## src/hw/csh_macros.svh

```systemverilog
`ifndef CSH_MACROS_SVH
`define CSH_MACROS_SVH

// Cache geometry
`define CSH_WAYS 4

// Diagnostic readback
`define CSH_DIAG_SEL_W 3
`define CSH_DIAG_W 8

`endif

```

## src/hw/cshTypesPkg.sv

```systemverilog
`include "csh_macros.svh"

package cshTypesPkg;

  // Cycle currently owning the sequencer
  typedef enum logic [2:0] {
    CYC_NONE = 3'd0,
    CYC_MB   = 3'd1,
    CYC_CHAN = 3'd2,
    CYC_EBOX = 3'd3,
    CYC_CCA  = 3'd4
  } cycType_e;

  typedef logic [$clog2(`CSH_WAYS)-1:0] wayIdx_t;

  // One bit per way, way 0 in bit 0
  typedef logic [`CSH_WAYS-1:0] wayFlags_t;

endpackage

```

## src/hw/cshDiagPkg.sv

```systemverilog
`include "csh_macros.svh"

package cshDiagPkg;
  import cshTypesPkg::*;

  typedef enum logic [`CSH_DIAG_SEL_W-1:0] {
    DIAG_STATUS = 3'd0,
    DIAG_WAY    = 3'd1,
    DIAG_GRANTS = 3'd2
  } diagSel_e;

  typedef struct packed {
    logic idle;
    logic eboxCyc;
    logic mbCyc;
    logic chanCyc;
    logic ccaCyc;
    logic writebackReq;
    logic coreReadReq;
    logic lastHit;
  } cshStatus_s;

  typedef struct packed {
    wayFlags_t written;
    wayIdx_t   lru;
    wayIdx_t   victim;
  } wayInfo_s;

  // Same byte, decoded per diag select
  typedef union packed {
    logic [`CSH_DIAG_W-1:0] raw;
    cshStatus_s             status;
    wayInfo_s               way;
  } diagByte_u;

endpackage

```

## src/hw/cshIfs.sv

```systemverilog
interface cshSeqIf import cshTypesPkg::*; ();
  logic     start;
  cycType_e cycType;
  logic     t2;
  logic     t3;
  logic     cycDone;
  logic     idle;
  logic     missBusy;

  modport arbiter (output start, cycType, input idle, cycDone);
  modport sequencer (input start, missBusy, output t2, t3, cycDone, idle);
  modport lookup (input t2, cycType);
  modport miss (input t3, output missBusy);
  modport diag (input start, cycType, idle);
endinterface

interface cshLookupIf import cshTypesPkg::*; ();
  logic      resultValid;
  logic      hit;
  wayIdx_t   victim;
  logic      victimWritten;
  wayFlags_t heldWritten;
  // LRU way seen by the last lookup, for diag readback
  wayIdx_t   heldLru;

  modport lookup (output resultValid, hit, victim, victimWritten, heldWritten, heldLru);
  modport miss (input resultValid, hit, victimWritten);
  modport diag (input resultValid, hit, victim, heldWritten, heldLru);
endinterface

```

## src/hw/cshArbiter.sv

```systemverilog
module cshArbiter import cshTypesPkg::*; (
  input  logic clk,
  input  logic rstN,
  input  logic mbReq,
  input  logic chanReq,
  input  logic eboxReq,
  input  logic ccaReq,
  cshSeqIf.arbiter seq,
  output logic mbGrant,
  output logic chanGrant,
  output logic eboxGrant,
  output logic ccaGrant
);

  logic anyReq;
  logic grantOk;

  assign anyReq = mbReq | chanReq | eboxReq | ccaReq;
  // Idle lags start by a cycle
  assign grantOk = seq.idle & ~seq.start & anyReq;

  always_ff @(posedge clk or negedge rstN) begin
    if (!rstN) begin
      seq.start   <= 1'b0;
      seq.cycType <= CYC_NONE;
      mbGrant     <= 1'b0;
      chanGrant   <= 1'b0;
      eboxGrant   <= 1'b0;
      ccaGrant    <= 1'b0;
    end else begin
      seq.start <= grantOk;
      mbGrant   <= grantOk & mbReq;
      chanGrant <= grantOk & ~mbReq & chanReq;
      eboxGrant <= grantOk & ~mbReq & ~chanReq & eboxReq;
      ccaGrant  <= grantOk & ~mbReq & ~chanReq & ~eboxReq & ccaReq;
      // Cycle type held until the cycle ends
      if (grantOk) begin
        if (mbReq) seq.cycType <= CYC_MB;
        else if (chanReq) seq.cycType <= CYC_CHAN;
        else if (eboxReq) seq.cycType <= CYC_EBOX;
        else seq.cycType <= CYC_CCA;
      end else if (seq.cycDone) begin
        seq.cycType <= CYC_NONE;
      end
    end
  end

endmodule

```

## src/hw/cshSequencer.sv

```systemverilog
module cshSequencer (
  input logic clk,
  input logic rstN,
  cshSeqIf.sequencer seq
);

  logic t1;

  // Cycle ends in T3 unless a miss holds the chain
  assign seq.cycDone = seq.t3 & ~seq.missBusy;

  always_ff @(posedge clk or negedge rstN) begin
    if (!rstN) begin
      t1     <= 1'b0;
      seq.t2 <= 1'b0;
      seq.t3 <= 1'b0;
    end else begin
      t1     <= seq.start;
      seq.t2 <= t1;
      seq.t3 <= seq.t2 | (seq.t3 & seq.missBusy);
    end
  end

  always_ff @(posedge clk or negedge rstN) begin
    if (!rstN) begin
      seq.idle <= 1'b1;
    end else if (seq.start) begin
      seq.idle <= 1'b0;
    end else if (seq.cycDone) begin
      seq.idle <= 1'b1;
    end
  end

endmodule

```

## src/hw/cshLookup.sv

```systemverilog
`include "csh_macros.svh"

module cshLookup import cshTypesPkg::*; (
  input  logic      clk,
  input  logic      rstN,
  input  wayFlags_t wayMatch,
  input  wayFlags_t wayWritten,
  input  wayFlags_t wayWordValid,
  input  wayIdx_t   lruWay,
  cshSeqIf.lookup   seq,
  cshLookupIf.lookup lk
);

  logic    ebox2;
  logic    hitNext;
  wayIdx_t victimNext;

  assign ebox2 = seq.t2 & (seq.cycType == CYC_EBOX);
  assign hitNext = |(wayMatch & wayWordValid);

  // Lowest matching way wins, else LRU replacement
  always_comb begin
    victimNext = lruWay;
    for (int i = `CSH_WAYS - 1; i >= 0; i--) begin
      if (wayMatch[i]) victimNext = wayIdx_t'(i);
    end
  end

  always_ff @(posedge clk or negedge rstN) begin
    if (!rstN) begin
      lk.resultValid   <= 1'b0;
      lk.hit           <= 1'b0;
      lk.victim        <= '0;
      lk.victimWritten <= 1'b0;
      lk.heldWritten   <= '0;
      lk.heldLru       <= '0;
    end else begin
      lk.resultValid <= ebox2;
      if (ebox2) begin
        lk.hit           <= hitNext;
        lk.victim        <= victimNext;
        lk.victimWritten <= wayWritten[victimNext];
        lk.heldWritten   <= wayWritten;
        lk.heldLru       <= lruWay;
      end
    end
  end

endmodule

```

## src/hw/cshMissControl.sv

```systemverilog
module cshMissControl (
  input  logic clk,
  input  logic rstN,
  input  logic coreDone,
  cshSeqIf.miss seq,
  cshLookupIf.miss lk,
  output logic writebackReq,
  output logic coreReadReq,
  output logic eboxResp
);

  typedef enum logic [1:0] {
    MISS_IDLE,
    MISS_WB,
    MISS_CORE_RD,
    MISS_RESP
  } missState_e;

  missState_e state;
  missState_e stateNext;
  logic       missStart;

  assign missStart = seq.t3 & lk.resultValid & ~lk.hit;

  always_comb begin
    stateNext = state;
    case (state)
      MISS_IDLE: begin
        if (missStart) stateNext = lk.victimWritten ? MISS_WB : MISS_CORE_RD;
      end
      MISS_WB: begin
        if (coreDone) stateNext = MISS_CORE_RD;
      end
      MISS_CORE_RD: begin
        if (coreDone) stateNext = MISS_RESP;
      end
      default: stateNext = MISS_IDLE;
    endcase
  end

  always_ff @(posedge clk or negedge rstN) begin
    if (!rstN) begin
      state <= MISS_IDLE;
    end else begin
      state <= stateNext;
    end
  end

  // Requests go out already in T3 of the miss
  assign writebackReq = (state == MISS_WB) | (missStart & lk.victimWritten);
  assign coreReadReq  = (state == MISS_CORE_RD) | (missStart & ~lk.victimWritten);
  assign eboxResp     = (seq.t3 & lk.resultValid & lk.hit) | (state == MISS_RESP);

  // Holds T3 until the refill is in
  assign seq.missBusy = missStart | (state == MISS_WB) | (state == MISS_CORE_RD);

endmodule

```

## src/hw/cshDiagMux.sv

```systemverilog
module cshDiagMux import cshTypesPkg::*, cshDiagPkg::*; (
  input  logic      clk,
  input  logic      rstN,
  input  diagSel_e  diagSel,
  cshSeqIf.diag     seq,
  cshLookupIf.diag  lk,
  input  logic      writebackReq,
  input  logic      coreReadReq,
  output diagByte_u diagData
);

  logic [7:0] grantCount;
  logic       lastHit;

  always_ff @(posedge clk or negedge rstN) begin
    if (!rstN) begin
      grantCount <= '0;
      lastHit    <= 1'b0;
    end else begin
      if (seq.start) grantCount <= grantCount + 8'd1;
      if (lk.resultValid) lastHit <= lk.hit;
    end
  end

  always_comb begin
    diagData.raw = '0;
    case (diagSel)
      DIAG_STATUS: begin
        diagData.status.idle         = seq.idle;
        diagData.status.eboxCyc      = seq.cycType == CYC_EBOX;
        diagData.status.mbCyc        = seq.cycType == CYC_MB;
        diagData.status.chanCyc      = seq.cycType == CYC_CHAN;
        diagData.status.ccaCyc       = seq.cycType == CYC_CCA;
        diagData.status.writebackReq = writebackReq;
        diagData.status.coreReadReq  = coreReadReq;
        diagData.status.lastHit      = lastHit;
      end
      DIAG_WAY: begin
        diagData.way.written = lk.heldWritten;
        diagData.way.lru     = lk.heldLru;
        diagData.way.victim  = lk.victim;
      end
      DIAG_GRANTS: diagData.raw = grantCount;
      default: diagData.raw = '0;
    endcase
  end

endmodule

```

## src/hw/cshTop.sv

```systemverilog
module cshTop import cshTypesPkg::*, cshDiagPkg::*; (
  input  logic      clk,
  input  logic      rstN,
  input  logic      mbReq,
  input  logic      chanReq,
  input  logic      eboxReq,
  input  logic      ccaReq,
  input  wayFlags_t wayMatch,
  input  wayFlags_t wayWritten,
  input  wayFlags_t wayWordValid,
  input  wayIdx_t   lruWay,
  input  logic      coreDone,
  input  diagSel_e  diagSel,
  output logic      mbGrant,
  output logic      chanGrant,
  output logic      eboxGrant,
  output logic      ccaGrant,
  output cycType_e  cycType,
  output logic      eboxResp,
  output logic      writebackReq,
  output logic      coreReadReq,
  output diagByte_u diagData
);

  cshSeqIf    seqBus ();
  cshLookupIf lkBus ();

  assign cycType = seqBus.cycType;

  cshArbiter uArbiter (
    .clk(clk), .rstN(rstN),
    .mbReq(mbReq), .chanReq(chanReq), .eboxReq(eboxReq), .ccaReq(ccaReq),
    .seq(seqBus),
    .mbGrant(mbGrant), .chanGrant(chanGrant), .eboxGrant(eboxGrant), .ccaGrant(ccaGrant)
  );

  cshSequencer uSequencer (.clk(clk), .rstN(rstN), .seq(seqBus));

  cshLookup uLookup (
    .clk(clk), .rstN(rstN),
    .wayMatch(wayMatch), .wayWritten(wayWritten), .wayWordValid(wayWordValid),
    .lruWay(lruWay), .seq(seqBus), .lk(lkBus)
  );

  cshMissControl uMissControl (
    .clk(clk), .rstN(rstN), .coreDone(coreDone), .seq(seqBus), .lk(lkBus),
    .writebackReq(writebackReq), .coreReadReq(coreReadReq), .eboxResp(eboxResp)
  );

  cshDiagMux uDiagMux (
    .clk(clk), .rstN(rstN), .diagSel(diagSel), .seq(seqBus), .lk(lkBus),
    .writebackReq(writebackReq), .coreReadReq(coreReadReq), .diagData(diagData)
  );

endmodule

```

## config.mk

```make
export PLATFORM = sky130hd
export DESIGN_NAME = cshTop
export DESIGN_NICKNAME = d
export VERILOG_FILES = /design/src/hw/cshTypesPkg.sv /design/src/hw/cshDiagPkg.sv /design/src/hw/cshIfs.sv /design/src/hw/cshArbiter.sv /design/src/hw/cshSequencer.sv /design/src/hw/cshLookup.sv /design/src/hw/cshMissControl.sv /design/src/hw/cshDiagMux.sv /design/src/hw/cshTop.sv
export VERILOG_INCLUDE_DIRS = /design/src /design/src/hw
export SDC_FILE = /design/constraint.sdc
export NUM_CORES = 1
export LEC_CHECK = 0
export ABC_AREA = 0
export BUFFER_PORTS_ARGS = -buffer_cell sky130_fd_sc_hd__buf_2
export CAP_MARGIN = 20
export CORE_MARGIN = 2
export CORE_UTILIZATION = 47
export DETAILED_ROUTE_END_ITERATION = 6
export PLACE_DENSITY = 0.83
export SYNTH_ARGS = -nofsm -noshare
export SYNTH_HDL_FRONTEND = slang
export SYNTH_SLANG_ARGS = --single-unit
export TNS_END_PERCENT = 30
```

## constraint.sdc

```tcl
create_clock -name clk -period 1.6 [get_ports clk]
set_input_delay 0.16 -clock clk [delete_from_list [all_inputs] [get_ports clk]]
set_output_delay 0.16 -clock clk [all_outputs]
set_load 0.01 [all_outputs]
```

==> impl_results.md, run 1 <==
- Netlist cell types: 45
- Via count of the routed design: 1471
- YS warnings: 0
- Stages on worst setup path: 5
- HPWL after detailed placement: 2800 um
- Combinational fraction of design power: 41.3%
- CTS tree: built
- DR WL/cell: 14.0 um
- Grt met1 use: 26.9%
- Layout cells sized above 1: 38.6%
- Fin. Hold Viols: 0
- Run status: complete, but fails checks
- Pint: 2.39 mW
- Met2 Use GR: 32.9%
- Highest-delay cell along the critical path: dfrtp_1
- Routed Antenna Nets: 0
- PD cells: 1660 nW/um^2
- Ant diodes: 0
- Arr. time, crit path: 1460 ps
- Achievable frequency: 0.619 GHz
- Hold Crit Class: in -> reg
- Post-synth EDFFs: 0
- Synth async-reset ratio: 100%
- Vias per inst: 5.23
- TNS Setup: -31.7 ps
- Worst path bufs/invs: 2
- Busiest grt layer: met2
- Crit share post-route: 101%
- Synthesized cell area: 1730 um^2
- Static Leakage: 1.15 nW
- Reg2reg path depth: 6
- Drt total wl: 3940 um
- Synth Instances: 173
- Clock buffer depth: 2
- Area after DPL: 2030 um^2
- H-tree depth: 2
- Critical path's top delay family: flip-flops
- Gpl congestion: 0.797
- Clk root buf: clkbuf_8
- Worst-path cell chain: inv_1, o21bai_4, nand2_2, a21oi_2, buf_2
- Overall Global Routing Usage: 20.3%
- Reg clk slew, reported paths: 70 ps
- Sw Share: 37.1%
- Syn nets: 203
- Number of detailed-route iterations in the first pass: 4
- GR Util met3: 4.69%
- Mapped Avg Cell Area: 9.97 um^2
- CP Capture Type: primary output
- Total Power: 3.80 mW
- Worst setup SP type: flip-flop
- Die area: 4170 um^2
- Io pins: 42
- Hold path depth: 3
- Core area: 3610 um^2
- Layout area overhead: 32.9%
- Slew HR: 67.6%
- VDD IR max: 0.814 mV
- Register Area: 857 um^2
- Remaining Overflow, GRT: 0
- Fin cells: 281
- Largest net degree at the start of global routing: 23
- Total CTS buffers: 5
- Fill cells: 284
- Slew @ Worst Pin: 485 ps
- Num rows: 22
- RSZ-0062 raised after global routing: true
- Area of the multi-input gates: 917 um^2
- IO buf count: 41
- # clock sinks: 34
- CP required: 1440 ps
- Initial Util: 47.8%
- Clk_skew: 7.86 ps
- Sequential fraction of the synthesis area: 49.4%
- Max-slew violations: 0
- Violated checks: negative setup slack
- # DRC: 0
- Dpl cells: 265
- First-pass GRT wire length: 6380 um
- Setup Viol. Count Final: 3
- Post-synth top flop: dfrtp_1
- Final WS setup: -16.3 ps
- Clk pwr share: 17.1%
- DIE HEIGHT: 64.6 um
- DR iter-0 viols: 74
- Initial antenna violation count: 0
- Die width: 64.6 um
- Critical path class: reg -> out
- Pre-CTS setup slack: -25.1 ps
- Finished Cell Area: 2290 um^2
- Share of power burned in registers: 41.6%
- Crit-path max FO: 4
- Post-synthesis register bit count: 34
- Tmin final: 1620 ps
- Number of global-route vias before repair: 1410
- Final Net Count: 262
- Peak per-stage delay on the critical path: 470 ps
- Max-cap violations: 0
- Clock Latency Late Sink: 280 ps
- Net Switching: 1.41 mW
==> placed cells by master, fill, tap and decap left out, types with 5 or more instances in the layout <==
| cell | instances |
|---|---|
| buf_2 | 40 |
| dfrtp_1 | 29 |
| nand2_1 | 28 |
| nor2_1 | 14 |
| buf_4 | 13 |
| a21oi_1 | 6 |
| xnor2_1 | 6 |
| clkbuf_8 | 6 |
| a22oi_1 | 5 |
| o21ai_0 | 5 |
==> registers in the layout (all words and copies together), names as in the netlist, 2 cells and up <==
signal / count
uMissControl.state: 2
uArbiter.seq.cycType: 3
uLookup.lk.heldWritten: 4
uLookup.lk.heldLru: 2
uDiagMux.grantCount: 8
uLookup.lk.victim: 2
==> power by group through the flow <==
stage	sequential (mW)	clock, mW	combinational, mW
6_report	1.58	0.650	1.57
3_3_place_gp	1.55	0	1.20
4_1_cts	1.55	0.653	1.43
3_5_place_dp	1.56	0	1.23
2_1_floorplan	1.49	0	0.841
5_1_grt	1.61	0.704	1.74
==> stage by stage <==
| step | utilization [%] | hold WS (ps) |
|---|---|---|
| finish | 63.6 | 90.8 |
| global route | 63.6 | 106 |
| detailed placement | 56.3 | 153 |
| CTS | 62.0 | 91.0 |
| floorplan | - | -136 |
| global placement | 56.3 | 148 |
==> what timing repair did <==
item,4_1_cts,5_1_grt
hold buffers,1,0
setup endpoints to repair,5,5
pin swaps,2,2
buffers inserted,3,4
hold endpoints to repair,19,0
gates cloned,0,0
gates resized for setup,17,9
==> cell type report <==
| type | count | share of cell area, % |
|---|---|---|
| timing repair buffer | 57 | 14.9 |
| clock buffer | 7 | 3.76 |
| tap | 48 | 2.62 |
| multi-input combinational | 127 | 40.0 |
| clock inverter | 1 | 0.218 |
| sequential | 34 | 37.4 |
| inverter | 7 | 1.15 |
==> routing by layer <==
layer  routed length, um  up-vias  part of all wire (%)
li1                    -      719                     -
met1                1750      710                    44
met2                1980       31                    50
met3                 129       11                   3.3
met4                  82        0                   2.1
met5                   0        -                     0
==> cells by family (layout without fill, tap and decap cells) <==
kind of cell    Yosys count  count (layout)  synth area share, %
compound gates           40              40                 16.5
xor+xnor                  7               7                 3.55
fa+ha+maj                 6               6                 4.35
buf+inv                  12              72                 2.76
flops                    34              34                 49.4
mux                       6               6                 3.70
simple gates             68              68                 19.8
==> synth_stat cells (2+ instances only) <==
cell / instances / area [um^2]
dfrtp_1: 33 / 826
nor3_1: 4 / 20.0
xnor2_1: 6 / 52.6
o21ai_0: 6 / 30.0
a21oi_1: 8 / 40.0
a21o_1: 2 / 15.0
and3_1: 4 / 25.0
inv_1: 6 / 22.5
nand3b_1: 2 / 15.0
buf_2: 2 / 10.0
mux2_2: 3 / 33.8
nand2b_1: 2 / 12.5
ha_1: 6 / 75.1
nor2b_1: 2 / 12.5
nand4_1: 3 / 18.8
nand3_1: 2 / 10.0
nand2_1: 29 / 109
o21bai_1: 3 / 22.5
a31oi_1: 3 / 18.8
clkbuf_1: 2 / 7.51
nor2_1: 14 / 52.6
a22oi_1: 5 / 37.5
a22o_1: 2 / 17.5
mux2i_1: 3 / 30.0
==> tightest hold or removal path, stage by stage <==
cell     delay (ps)
buf_2            90
nand2_1          50
nand2_1          50
==> final timing paths <==
| kind | from | to | slack (ps) |
|---|---|---|---|
| worst max register to register | uMissControl.state[0]$_DFFE_PN0P_ | uMissControl.state[1]$_DFFE_PN0P_ | 0 |
| worst min register to register | uSequencer.t1$_DFF_PN0_ | uSequencer.seq.t2$_DFF_PN0_ | 360 |
| max in group asynchronous | rstN | uArbiter.seq.cycType[0]$_DFFE_PN0P_ | 740 |
| min in group asynchronous | rstN | uSequencer.t1$_DFF_PN0_ | 360 |
| worst min-delay path | lruWay[1] | uLookup.lk.heldLru[1]$_DFFE_PN0P_ | 90 |
| worst max-delay path | uLookup.lk.victimWritten$_DFFE_PN0P_ | diagData[2] | -20 |
Power figures use the tool's default switching activity.
==> inputs of run 2 (changes only) <==
ABC_AREA = unset   (was 0)
CTS_CLUSTER_SIZE = 14   (was unset)
GPL_TIMING_DRIVEN = 0   (was unset)
==> run 2 against run 1 <==
Net effect: the flow still finishes with violations (negative setup slack); non-clock buffer count is 5 lower; critical path depth is 1 higher; final area is 2.5% lower; clock power is 20% higher; critical path type unchanged; critical endpoint is now diagData[1].
==> impl_results.md, run 2 (synthesis gave the netlist of run 1 again) <==
- Run status: complete, but fails checks
- Violated checks: negative setup slack
- GR Util met3: 6.25%
- Fin. Hold Viols: 0
- Die area: 4170 um^2
- Slew @ Worst Pin: 738 ps
- Biggest register: uDiagMux.grantCount
- TNS Setup: -54.6 ps
- Layout cells sized above 1: 36.0%
- First-pass GRT wire length: 6210 um
- Ant diodes: 0
- DR iter-0 viols: 86
- Via count of the routed design: 1444
- Met2 Use GR: 32.6%
- Layout area overhead: 29.7%
- VDD IR max: 0.853 mV
- Number of global-route vias before repair: 1331
- Die width: 64.6 um
- Num rows: 22
- Grt met1 use: 25.1%
- # DRC: 0
- Final WS setup: -38.8 ps
- Final Net Count: 257
- Dpl cells: 260
- HPWL after detailed placement: 2740 um
- Worst setup SP type: flip-flop
- H-tree depth: 2
- Initial Util: 47.8%
- Setup Viol. Count Final: 2
- DIE HEIGHT: 64.6 um
- Largest register FFs: 8
- Critical path class: reg -> out
- Arr. time, crit path: 1480 ps
- Hold Slack: 79.5 ps
- Total Power: 3.82 mW
- Max-slew violations: 0
- Static Leakage: 1.11 nW
- Most frequent cells in the layout: buf_2, nand2_1, dfrtp_1
- Clk root buf: clkbuf_8
- Crit-path max FO: 4
- Most common cell after layout, fill and taps aside: buf_2
- Tmin final: 1640 ps
- Remaining Overflow, GRT: 0
- Core Util, Final: 62.0%
- RSZ-0062 raised after global routing: true
- Io pins: 42
- Finished Cell Area: 2240 um^2
- DR WL/cell: 14.3 um
- # clock sinks: 34
- Drt total wl: 3950 um
- CP required: 1440 ps
- Achievable frequency: 0.610 GHz
- Clk_skew: 7.33 ps
- Core area: 3610 um^2
- Max-cap violations: 0
- Worst-path cell chain: inv_2, ha_4, o21bai_4, a21oi_2, nor2_1, buf_2
- CP Capture Type: primary output
- Crit share post-route: 102%
- CTS tree: built
- Hold Crit Class: in -> reg
- Number of detailed-route iterations in the first pass: 4
- Busiest grt layer: met2
- Area after DPL: 1980 um^2
- Peak per-stage delay on the critical path: 430 ps
- Highest-delay cell along the critical path: dfrtp_2
- Gpl congestion: 0.832
- Routed Antenna Nets: 0
- Total CTS buffers: 5
- Initial antenna violation count: 0
- Vias per inst: 5.23
- Overall Global Routing Usage: 20.1%
- Fin cells: 276
- Reg clk slew, reported paths: 70 ps
- Largest net degree at the start of global routing: 35
- Clock buffer depth: 2
- Slew HR: 50.8%
- Fill cells: 310
- PD cells: 1710 nW/um^2
- Pre-CTS setup slack: -104 ps
- Largest regs: uDiagMux.grantCount x8, uLookup.lk.heldWritten x4, uArbiter.seq.cycType x3
- Clock Latency Late Sink: 290 ps
- IO buf count: 39
## run 2: worst paths after layout
kind                            slack, ps                               endpoint  depth (start not counted)                               from
worst max-delay path                  -40                            diagData[1]                          6  uMissControl.state[0]$_DFFE_PN0P_
worst min register to register        360            uSequencer.seq.t2$_DFF_PN0_                          0            uSequencer.t1$_DFF_PN0_
worst max register to register         20      uMissControl.state[1]$_DFFE_PN0P_                          6  uMissControl.state[0]$_DFFE_PN0P_
worst min-delay path                   80  uLookup.lk.heldWritten[2]$_DFFE_PN0P_                          3                      wayWritten[2]
max in group asynchronous             620      uMissControl.state[0]$_DFFE_PN0P_                          2                               rstN
min in group asynchronous             460           uDiagMux.lastHit$_DFFE_PN0P_                          2                               rstN
## run 2: layer usage
metal,wire [um],up-vias
met5,0,-
met4,74,0
met3,208,8
met2,2010,31
met1,1650,690
li1,-,715
## run 2: repair_timing
| action | CTS | global route |
|---|---|---|
| resized for setup | 18 | 4 |
| endpoints found under the hold margin | 33 | 0 |
| setup endpoints to repair | 7 | 6 |
| hold buffers | 1 | 0 |
| buffers inserted | 7 | 0 |
| pin swaps | 3 | 0 |
## run 2: area by class of cell
| type | count | area (um^2) | share of cell area, % |
|---|---|---|---|
| timing repair buffer | 47 | 258 | 11.5 |
| inverter | 7 | 26.3 | 1.17 |
| multi-input combinational | 127 | 903 | 40.4 |
| tap | 48 | 60.1 | 2.68 |
| sequential | 34 | 858 | 38.4 |
| clock inverter | 2 | 37.5 | 1.68 |
| buffer | 5 | 21.3 | 0.951 |
| clock buffer | 6 | 72.6 | 3.24 |
## run 2: worst max-delay path: cells and delay by family, from the launching register on
kind            cells  cell delay, ps
buf+inv             2             230
flops               1             430
simple gates        1              50
fa+ha+maj           1             170
compound gates      2             320
## run 2: report_power, final
part	total [mW]	switching (mW)	internal (mW)	leakage [nW]
sequential	1.58	0.356	1.23	0.418
combinational	1.46	0.714	0.744	0.642
clock	0.780	0.315	0.464	0.0514
